`src/include/dot_macros.svh`:
```
// dot product width macros
`ifndef DOT_MACROS_SVH
`define DOT_MACROS_SVH

// operand width of each element
`define DOT_IN_W 16

// lane accumulator and final result width
// a full 16x16 product fits without growth
`define DOT_ACC_W 32

// number of parallel mac lanes
// lane 0 takes even elements, lane 1 odd ones
`define DOT_LANES 2

`endif
```
`src/source/dot_pkg.sv`:
```
// dot product shared types
`default_nettype none

package dot_pkg;

    // host command encoding, sampled with cmd_valid_i
    typedef enum logic [1:0] {
        OP_NOP    = 2'd0,  // idle cycle
        OP_CLEAR  = 2'd1,  // zero both lanes and their flags
        OP_ACCUM  = 2'd2,  // add a*b into each lane
        OP_FINISH = 2'd3   // drain and emit combined result
    } opcode_e;

    // sequencer states
    typedef enum logic [1:0] {
        ST_RUN   = 2'd0,  // accepting commands
        ST_DRAIN = 2'd1,  // waiting for lane pipelines to settle
        ST_EMIT  = 2'd2   // one cycle, fires the combiner
    } seq_state_e;

endpackage

`default_nettype wire

```
`src/source/mac_lane_if.sv`:
```
// mac lane bundle
`timescale 1ns/1ps
`default_nettype none

`include "dot_macros.svh"

interface mac_lane_if;

    logic                         clear;   // one-cycle clear strobe
    logic                         acc_en;  // one-cycle accumulate strobe
    logic signed [`DOT_ACC_W-1:0] sum;     // running lane sum
    logic                         ovf;     // sticky lane overflow

    // sequencer side
    modport seq (
        output clear,
        output acc_en
    );

    // lane side, takes strobes and reports its sum
    modport lane (
        input  clear,
        input  acc_en,
        output sum,
        output ovf
    );

    // combiner only observes
    modport comb (
        input sum,
        input ovf
    );

endinterface

`default_nettype wire

```
`src/source/dot_product_top.sv`:
```
// two-lane dot product engine
`timescale 1ns/1ps
`default_nettype none

`include "dot_macros.svh"

module dot_product_top (
    input  wire logic                        clk_i,
    input  wire logic                        rst_i,
    input  wire logic                        cmd_valid_i,  // command strobe
    input  wire dot_pkg::opcode_e            op_i,
    input  wire logic signed [`DOT_IN_W-1:0] a0_i,         // even element pair
    input  wire logic signed [`DOT_IN_W-1:0] b0_i,
    input  wire logic signed [`DOT_IN_W-1:0] a1_i,         // odd element pair
    input  wire logic signed [`DOT_IN_W-1:0] b1_i,
    output logic signed [`DOT_ACC_W-1:0]     result_o,
    output logic                             result_valid_o,
    output logic                             overflow_o,
    output logic                             busy_o        // commands ignored while high
);

    logic emit;  // sequencer to combiner

    // one bundle per lane
    mac_lane_if lane_if [`DOT_LANES] ();

    dot_sequencer seq_u (
        .clk_i       (clk_i),
        .rst_i       (rst_i),
        .cmd_valid_i (cmd_valid_i),
        .op_i        (op_i),
        .busy_o      (busy_o),
        .emit_o      (emit),
        .lane0_o     (lane_if[0]),
        .lane1_o     (lane_if[1])
    );

    // lane 0, even elements
    mac_lane lane0_u (
        .clk_i  (clk_i),
        .rst_i  (rst_i),
        .a_i    (a0_i),
        .b_i    (b0_i),
        .lane_i (lane_if[0])
    );

    // lane 1, odd elements
    mac_lane lane1_u (
        .clk_i  (clk_i),
        .rst_i  (rst_i),
        .a_i    (a1_i),
        .b_i    (b1_i),
        .lane_i (lane_if[1])
    );

    lane_combiner comb_u (
        .clk_i          (clk_i),
        .rst_i          (rst_i),
        .emit_i         (emit),
        .lane0_i        (lane_if[0]),
        .lane1_i        (lane_if[1]),
        .result_o       (result_o),
        .result_valid_o (result_valid_o),
        .overflow_o     (overflow_o)
    );

endmodule

`default_nettype wire

```
`src/source/lane_combiner.sv`:
```
// lane sum combiner with saturation
`timescale 1ns/1ps
`default_nettype none

`include "dot_macros.svh"

module lane_combiner (
    input  wire logic                    clk_i,
    input  wire logic                    rst_i,
    input  wire logic                    emit_i,          // from sequencer
    mac_lane_if.comb                     lane0_i,
    mac_lane_if.comb                     lane1_i,
    output logic signed [`DOT_ACC_W-1:0] result_o,
    output logic                         result_valid_o,  // one-cycle pulse
    output logic                         overflow_o
);

    // one guard bit per doubling of lanes
    localparam int SUM_W = `DOT_ACC_W + $clog2(`DOT_LANES);
    localparam logic signed [`DOT_ACC_W-1:0] ACC_MAX = {1'b0, {(`DOT_ACC_W-1){1'b1}}};
    localparam logic signed [`DOT_ACC_W-1:0] ACC_MIN = {1'b1, {(`DOT_ACC_W-1){1'b0}}};

    logic signed [SUM_W-1:0]           total;     // exact sum of both lanes
    logic [SUM_W-`DOT_ACC_W:0]         top_bits;  // guard bits plus result msb
    logic                              sat;       // total out of result range
    logic signed [`DOT_ACC_W-1:0]      clamped;
    logic signed [`DOT_ACC_W-1:0]      result_q;
    logic                              valid_q;
    logic                              ovf_q;     // flags captured at emit
    logic                              lane_ovf;

    assign total = SUM_W'(lane0_i.sum) + SUM_W'(lane1_i.sum);

    // fits only if all top bits agree
    assign top_bits = total[SUM_W-1:`DOT_ACC_W-1];
    assign sat      = (|top_bits) && !(&top_bits);

    always_comb begin
        if (!sat) begin
            clamped = total[`DOT_ACC_W-1:0];
        end else if (total[SUM_W-1]) begin
            clamped = ACC_MIN;  // negative overflow
        end else begin
            clamped = ACC_MAX;
        end
    end

    assign lane_ovf = lane0_i.ovf | lane1_i.ovf;

    // result payload, only meaningful with valid
    always_ff @(posedge clk_i) begin
        if (emit_i) begin
            result_q <= clamped;
        end
    end

    always_ff @(posedge clk_i) begin
        if (rst_i) begin
            valid_q <= 1'b0;
            ovf_q   <= 1'b0;
        end else begin
            valid_q <= emit_i;  // emit is a single cycle
            if (emit_i) begin
                ovf_q <= lane_ovf | sat;
            end
        end
    end

    assign result_o       = result_q;
    assign result_valid_o = valid_q;
    assign overflow_o     = valid_q ? ovf_q : lane_ovf;  // live sticky flags otherwise

endmodule

`default_nettype wire

```
`src/source/mac_lane.sv`:
```
// signed multiply-accumulate lane
`timescale 1ns/1ps
`default_nettype none

`include "dot_macros.svh"

module mac_lane (
    input  wire logic                        clk_i,
    input  wire logic                        rst_i,
    input  wire logic signed [`DOT_IN_W-1:0] a_i,  // element from host
    input  wire logic signed [`DOT_IN_W-1:0] b_i,
    mac_lane_if.lane                         lane_i
);

    localparam int PROD_W = 2 * `DOT_IN_W;  // full precision product
    localparam int MSB = `DOT_ACC_W - 1;

    logic signed [`DOT_IN_W-1:0]  a_q;       // operands held from the accept edge
    logic signed [`DOT_IN_W-1:0]  b_q;
    logic signed [PROD_W-1:0]     prod_q;    // registered product
    logic                         en_q;      // acc_en delayed to match prod_q
    logic signed [`DOT_ACC_W-1:0] addend;    // product widened to accumulator
    logic signed [`DOT_ACC_W-1:0] acc_add;   // raw wrapped sum
    logic signed [`DOT_ACC_W-1:0] sum_next;
    logic signed [`DOT_ACC_W-1:0] sum_q;
    logic                         ovf_now;   // overflow on this add
    logic                         ovf_q;     // sticky until clear

    // capture every cycle, host drives operands alongside the command
    always_ff @(posedge clk_i) begin
        a_q <= a_i;
        b_q <= b_i;
    end

    // product stage, loads only when the lane is told to accumulate
    always_ff @(posedge clk_i) begin
        if (lane_i.acc_en) begin
            prod_q <= a_q * b_q;
        end
    end

    assign addend  = `DOT_ACC_W'(prod_q);  // sign extends if acc is wider
    assign acc_add = sum_q + addend;

    // same sign in, different sign out
    assign ovf_now = (sum_q[MSB] == addend[MSB]) && (acc_add[MSB] != sum_q[MSB]);

    always_comb begin
        if (lane_i.clear) begin
            sum_next = '0;       // clear wins over a pending add
        end else if (en_q) begin
            sum_next = acc_add;  // wraps on overflow, flag records it
        end else begin
            sum_next = sum_q;
        end
    end

    always_ff @(posedge clk_i) begin
        if (rst_i) begin
            en_q  <= 1'b0;
            sum_q <= '0;
            ovf_q <= 1'b0;
        end else begin
            en_q  <= lane_i.acc_en;
            sum_q <= sum_next;
            if (lane_i.clear) begin
                ovf_q <= 1'b0;
            end else if (en_q && ovf_now) begin
                ovf_q <= 1'b1;  // stays set
            end
        end
    end

    assign lane_i.sum = sum_q;
    assign lane_i.ovf = ovf_q;

endmodule

`default_nettype wire

```
`src/source/dot_sequencer.sv`:
```
// dot product command sequencer
`timescale 1ns/1ps
`default_nettype none

module dot_sequencer (
    input  wire logic       clk_i,
    input  wire logic       rst_i,
    input  wire logic       cmd_valid_i,  // command strobe
    input  wire dot_pkg::opcode_e op_i,
    output logic            busy_o,       // high while draining or emitting
    output logic            emit_o,       // fires the combiner
    mac_lane_if.seq         lane0_o,
    mac_lane_if.seq         lane1_o
);

    localparam int DRAIN_CYCLES = 2;  // covers product plus accumulate stage
    localparam int CNT_W = $clog2(DRAIN_CYCLES);

    dot_pkg::seq_state_e state_q;
    dot_pkg::seq_state_e state_d;
    logic [CNT_W-1:0]    drain_cnt_q;  // cycles spent in drain
    logic                clear_q;      // registered clear strobe
    logic                acc_en_q;     // registered accumulate strobe
    logic                take;         // command accepted this cycle

    // commands only count in run state
    assign take = cmd_valid_i && (state_q == dot_pkg::ST_RUN);

    always_comb begin
        state_d = state_q;  // hold by default
        case (state_q)
            dot_pkg::ST_RUN: begin
                if (take && (op_i == dot_pkg::OP_FINISH)) begin
                    state_d = dot_pkg::ST_DRAIN;  // start drain, lanes keep their sums
                end
            end
            dot_pkg::ST_DRAIN: begin
                if (drain_cnt_q == CNT_W'(DRAIN_CYCLES - 1)) begin
                    state_d = dot_pkg::ST_EMIT;
                end
            end
            dot_pkg::ST_EMIT: begin
                state_d = dot_pkg::ST_RUN;  // single emit cycle
            end
            default: begin
                state_d = dot_pkg::ST_RUN;
            end
        endcase
    end

    always_ff @(posedge clk_i) begin
        if (rst_i) begin
            state_q     <= dot_pkg::ST_RUN;
            drain_cnt_q <= '0;
            clear_q     <= 1'b0;
            acc_en_q    <= 1'b0;
        end else begin
            state_q  <= state_d;
            clear_q  <= take && (op_i == dot_pkg::OP_CLEAR);  // one cycle after accept
            acc_en_q <= take && (op_i == dot_pkg::OP_ACCUM);
            if (state_q == dot_pkg::ST_DRAIN) begin
                drain_cnt_q <= drain_cnt_q + 1'b1;
            end else begin
                drain_cnt_q <= '0;  // rearm for next finish
            end
        end
    end

    assign busy_o = (state_q != dot_pkg::ST_RUN);
    assign emit_o = (state_q == dot_pkg::ST_EMIT);

    // both lanes see the same strobes
    assign lane0_o.clear  = clear_q;
    assign lane0_o.acc_en = acc_en_q;
    assign lane1_o.clear  = clear_q;
    assign lane1_o.acc_en = acc_en_q;

endmodule

`default_nettype wire

```
`config.mk`:
```
export PLATFORM = sky130hd
export DESIGN_NAME = dot_product_top
export DESIGN_NICKNAME = d
export VERILOG_FILES = /design/src/source/dot_pkg.sv /design/src/source/mac_lane_if.sv /design/src/source/dot_product_top.sv /design/src/source/lane_combiner.sv /design/src/source/mac_lane.sv /design/src/source/dot_sequencer.sv
export VERILOG_INCLUDE_DIRS = /design/src /design/src/include
export SDC_FILE = /design/constraint.sdc
export NUM_CORES = 2
export LEC_CHECK = 0
export ABC_AREA = 1
export BUFFER_PORTS_ARGS = -buffer_cell sky130_fd_sc_hd__buf_2
export CAP_MARGIN = 20
export CORE_UTILIZATION = 35
export DETAILED_ROUTE_END_ITERATION = 8
export GPL_ROUTABILITY_DRIVEN = 0
export PLACE_DENSITY = 0.47
export REMOVE_ABC_BUFFERS = 1
export SYNTH_ARGS = -nofsm -noshare
export SYNTH_HDL_FRONTEND = slang
export SYNTH_SLANG_ARGS = --single-unit
```
`constraint.sdc`:
```
create_clock -name clk_i -period 12.2 [get_ports clk_i]
set_clock_uncertainty 0.2 [all_clocks]
set_input_delay 0 -clock clk_i [delete_from_list [all_inputs] [get_ports clk_i]]
set_output_delay 0 -clock clk_i [all_outputs]
set_load 0.01 [all_outputs]
```
==> results.sh <==
export IMPL_cts_sinks=234
export IMPL_die_h_um=313
export IMPL_timing_hold_violations_final=0
export IMPL_startpoint_type="flip-flop"
export IMPL_antenna_found_initial=0
export IMPL_synth_edf_count=96
export IMPL_clockBufferDepth=3
export IMPL_detail_route_antenna_nets=0
export IMPL_io_buffer_count=103
export IMPL_die_area_um2=97700
export IMPL_ys_types=49
export IMPL_drc=0
export IMPL_diodes=0
export IMPL_design_portCount=104
export IMPL_yosysMostFrequentCell="inv_1"
export IMPL_synth_avg_cell_area_um2=7.76
export IMPL_cts_resized=0
export IMPL_start_util_pct=35.4
export IMPL_cp_arrival_ps=7050
export IMPL_cts_made_buffers=34
export IMPL_track_usage_pct=19.5
export IMPL_numPlacedInstances=5590
export IMPL_num_rows=113
export IMPL_drtIter0Drc=1264
export IMPL_cp_max_fo=16
export IMPL_grt_ovfl_total=0
export IMPL_syn_inst=4351
export IMPL_clkTransAtPathRegs_ps=60
export IMPL_insertion_delay_ps=580
export IMPL_tns_ps=0
export IMPL_core_region_area_um2=95300
export IMPL_nets=5353
export IMPL_fillers=9979
export IMPL_end_kind="flip-flop"
export IMPL_grt_pass1_vias=27800
export IMPL_cts_root_buffer="clkbuf_16"
export IMPL_final_setup_viol_count=0
export IMPL_ys_seq_elements=234
export IMPL_area_growth_pct=12.8
export IMPL_critPathRequiredTime_ps=12310
export IMPL_grt_max_degree=66
export IMPL_async_flop_share_pct=0
export IMPL_hold_path_class="input port to flip-flop"
export IMPL_layout_cells_non_filler=5789
export IMPL_drtPass1Iterations=5
export IMPL_worst_pin_slew_ps=912
export IMPL_ys_warn_count=0
export IMPL_cts_tree="done"
export IMPL_netlist_area_um2=33800
export IMPL_slew_violations=0
export IMPL_viasPerCell=4.59
export IMPL_fin_crit_ps=6940
export IMPL_num_vias=26600
export IMPL_dp_hpwl_um=76200
export IMPL_drive_above_1_share_pct=5.17
export IMPL_htreeDepth=2
export IMPL_synthTopCellsByArea="fa_1 31%, inv_1 12%, nand2_1 11%, ha_1 9.6%, edfxtp_1 8.5%"
export IMPL_drt_total_wl_um=92000
export IMPL_max_freq_ghz=0.144
export IMPL_rsz0062_at_grt="false"
export IMPL_slew_headroom_pct=39.1
export IMPL_ys_seq_area_share_pct=16.7
export IMPL_synth_flop_cell="dfxtp_1"
export IMPL_synth_commonest_cells="1,073 x inv_1, 1,018 x nand2_1, 527 x fa_1"
export IMPL_criticalPathCategory="flip-flop to flip-flop"
export IMPL_drv_cap=0
export IMPL_grt_first_pass_wirelength_um=151000
export IMPL_min_period_over_period_pct=56.9
export IMPL_synth_top_area_share_pct=31.3
export IMPL_fp_dieW_um=313
export IMPL_wl_per_cell_um=15.9
export IMPL_netlist_top_cell_by_area="fa_1"
export IMPL_status="finished clean"
-- layer usage --
layer	track usage, %	routed length (um)
met1	27.7	45000
met2	31.5	41400
met4	5.09	2180
met5	0	0
met3	2.16	3480
-- critical path, stage by stage (launching register included) --
cell,delay [ps]
dfxtp_1,850
nand2_1,170
fa_1,570
inv_1,50
fa_1,500
inv_1,60
fa_1,530
inv_1,60
fa_1,460
fa_1,490
inv_1,50
fa_1,470
inv_1,40
ha_1,350
nand2_1,140
nor2_1,320
nand2_1,90
o21ai_0,570
a21boi_0,320
nor2_1,170
nor2_1,50
nand2_1,70
nand2_1,90
-- cells by family (layout without fill, tap and decap cells) --
logic type                 after synthesis  in the layout  share of synthesized area (%)
and+or+nand+nor                       1591           1591                           19.0
buffers and inverters                 1220           1393                           13.7
adders and majority gates              785            785                           40.8
AOI/OAI and AO/OA                      397            397                           6.61
DFF                                    234            234                           16.7
xor gates and xnor gates               124            124                           3.22
-- final timing paths --
kind                                           end  slack (ps)  depth (start not counted)         startpoint
worst max-delay path            lane0_u.addend[23]        5260                         22     lane0_u.b_q[7]
worst min-delay path              seq_u.state_q[0]          60                          4            op_i[1]
worst max register to register  lane0_u.addend[23]        5260                         22     lane0_u.b_q[7]
worst min register to register   seq_u.drain_cnt_q         240                          1  seq_u.drain_cnt_q
-- cells in the final DEF (no fill, tap or decap), types with 4 or more instances in the layout --
cell and count:
nand2_1 1018, o211ai_1 9, edfxtp_1 96, nor3_1 29, a21oi_1 171, buf_2 103, clkbuf_16 39, buf_4 14
nor2_1 344, inv_2 4, xor2_1 82, o21a_1 8, nand4_1 28, dlygate4sd3_1 138, nand2_2 13, a21o_1 18
bufinv_16 6, nand3b_1 9, xnor2_1 42, inv_1 1073, a31oi_1 5, o21bai_1 13, dfxtp_1 136, o21ai_2 10
nand2_4 4, ha_1 258, and3_1 5, or2_2 11, fa_1 527, o21ai_1 11, nand3_1 120, a21boi_0 5
a21oi_2 4, o21ai_0 130
-- timing repair --
action                     4_1_cts  5_1_grt
hold buffers                   138        0
hold endpoints to repair        77        0
buffers inserted                 0        0
setup endpoints to repair        0        0
-- layout make-up --
| class | count | area, um2 | area share, % |
|---|---|---|---|
| Sequential cell | 234 | 5650 | 14.8 |
| Tap cell | 1265 | 1580 | 4.16 |
| Inverter | 1077 | 4040 | 10.6 |
| Clock buffer | 44 | 1020 | 2.68 |
| Multi-Input combinational cell | 2897 | 23500 | 61.7 |
| Timing Repair Buffer | 255 | 2000 | 5.26 |
| Clock inverter | 17 | 288 | 0.756 |
-- stage by stage --
step	instance area (um2)	worst slack (ps)	hold WS (ps)	util [%]
CTS	38100	5200	8.61	40.0
detailed placement	35400	5220	-96.4	37.1
floorplan	33200	6510	-172	-
finish	38100	5260	63.2	40.0
global placement	35400	5150	-97.9	37.1
global route	38100	4910	63.2	40.0
-- flip-flops by register name, summed over array words and instances (netlist names), 2 cells and up --
signal,flops
lane0_u.addend,32
lane0_u.a_q,16
lane0_u.lane_i.sum,32
lane1_u.addend,32
seq_u.state_q,2
lane1_u.b_q,16
lane1_u.lane_i.sum,32
comb_u.result_o,32
lane1_u.a_q,16
lane0_u.b_q,16
Power is not shown: default switching activity piles up to over one toggle a cycle in this logic, so the estimate is an artifact.
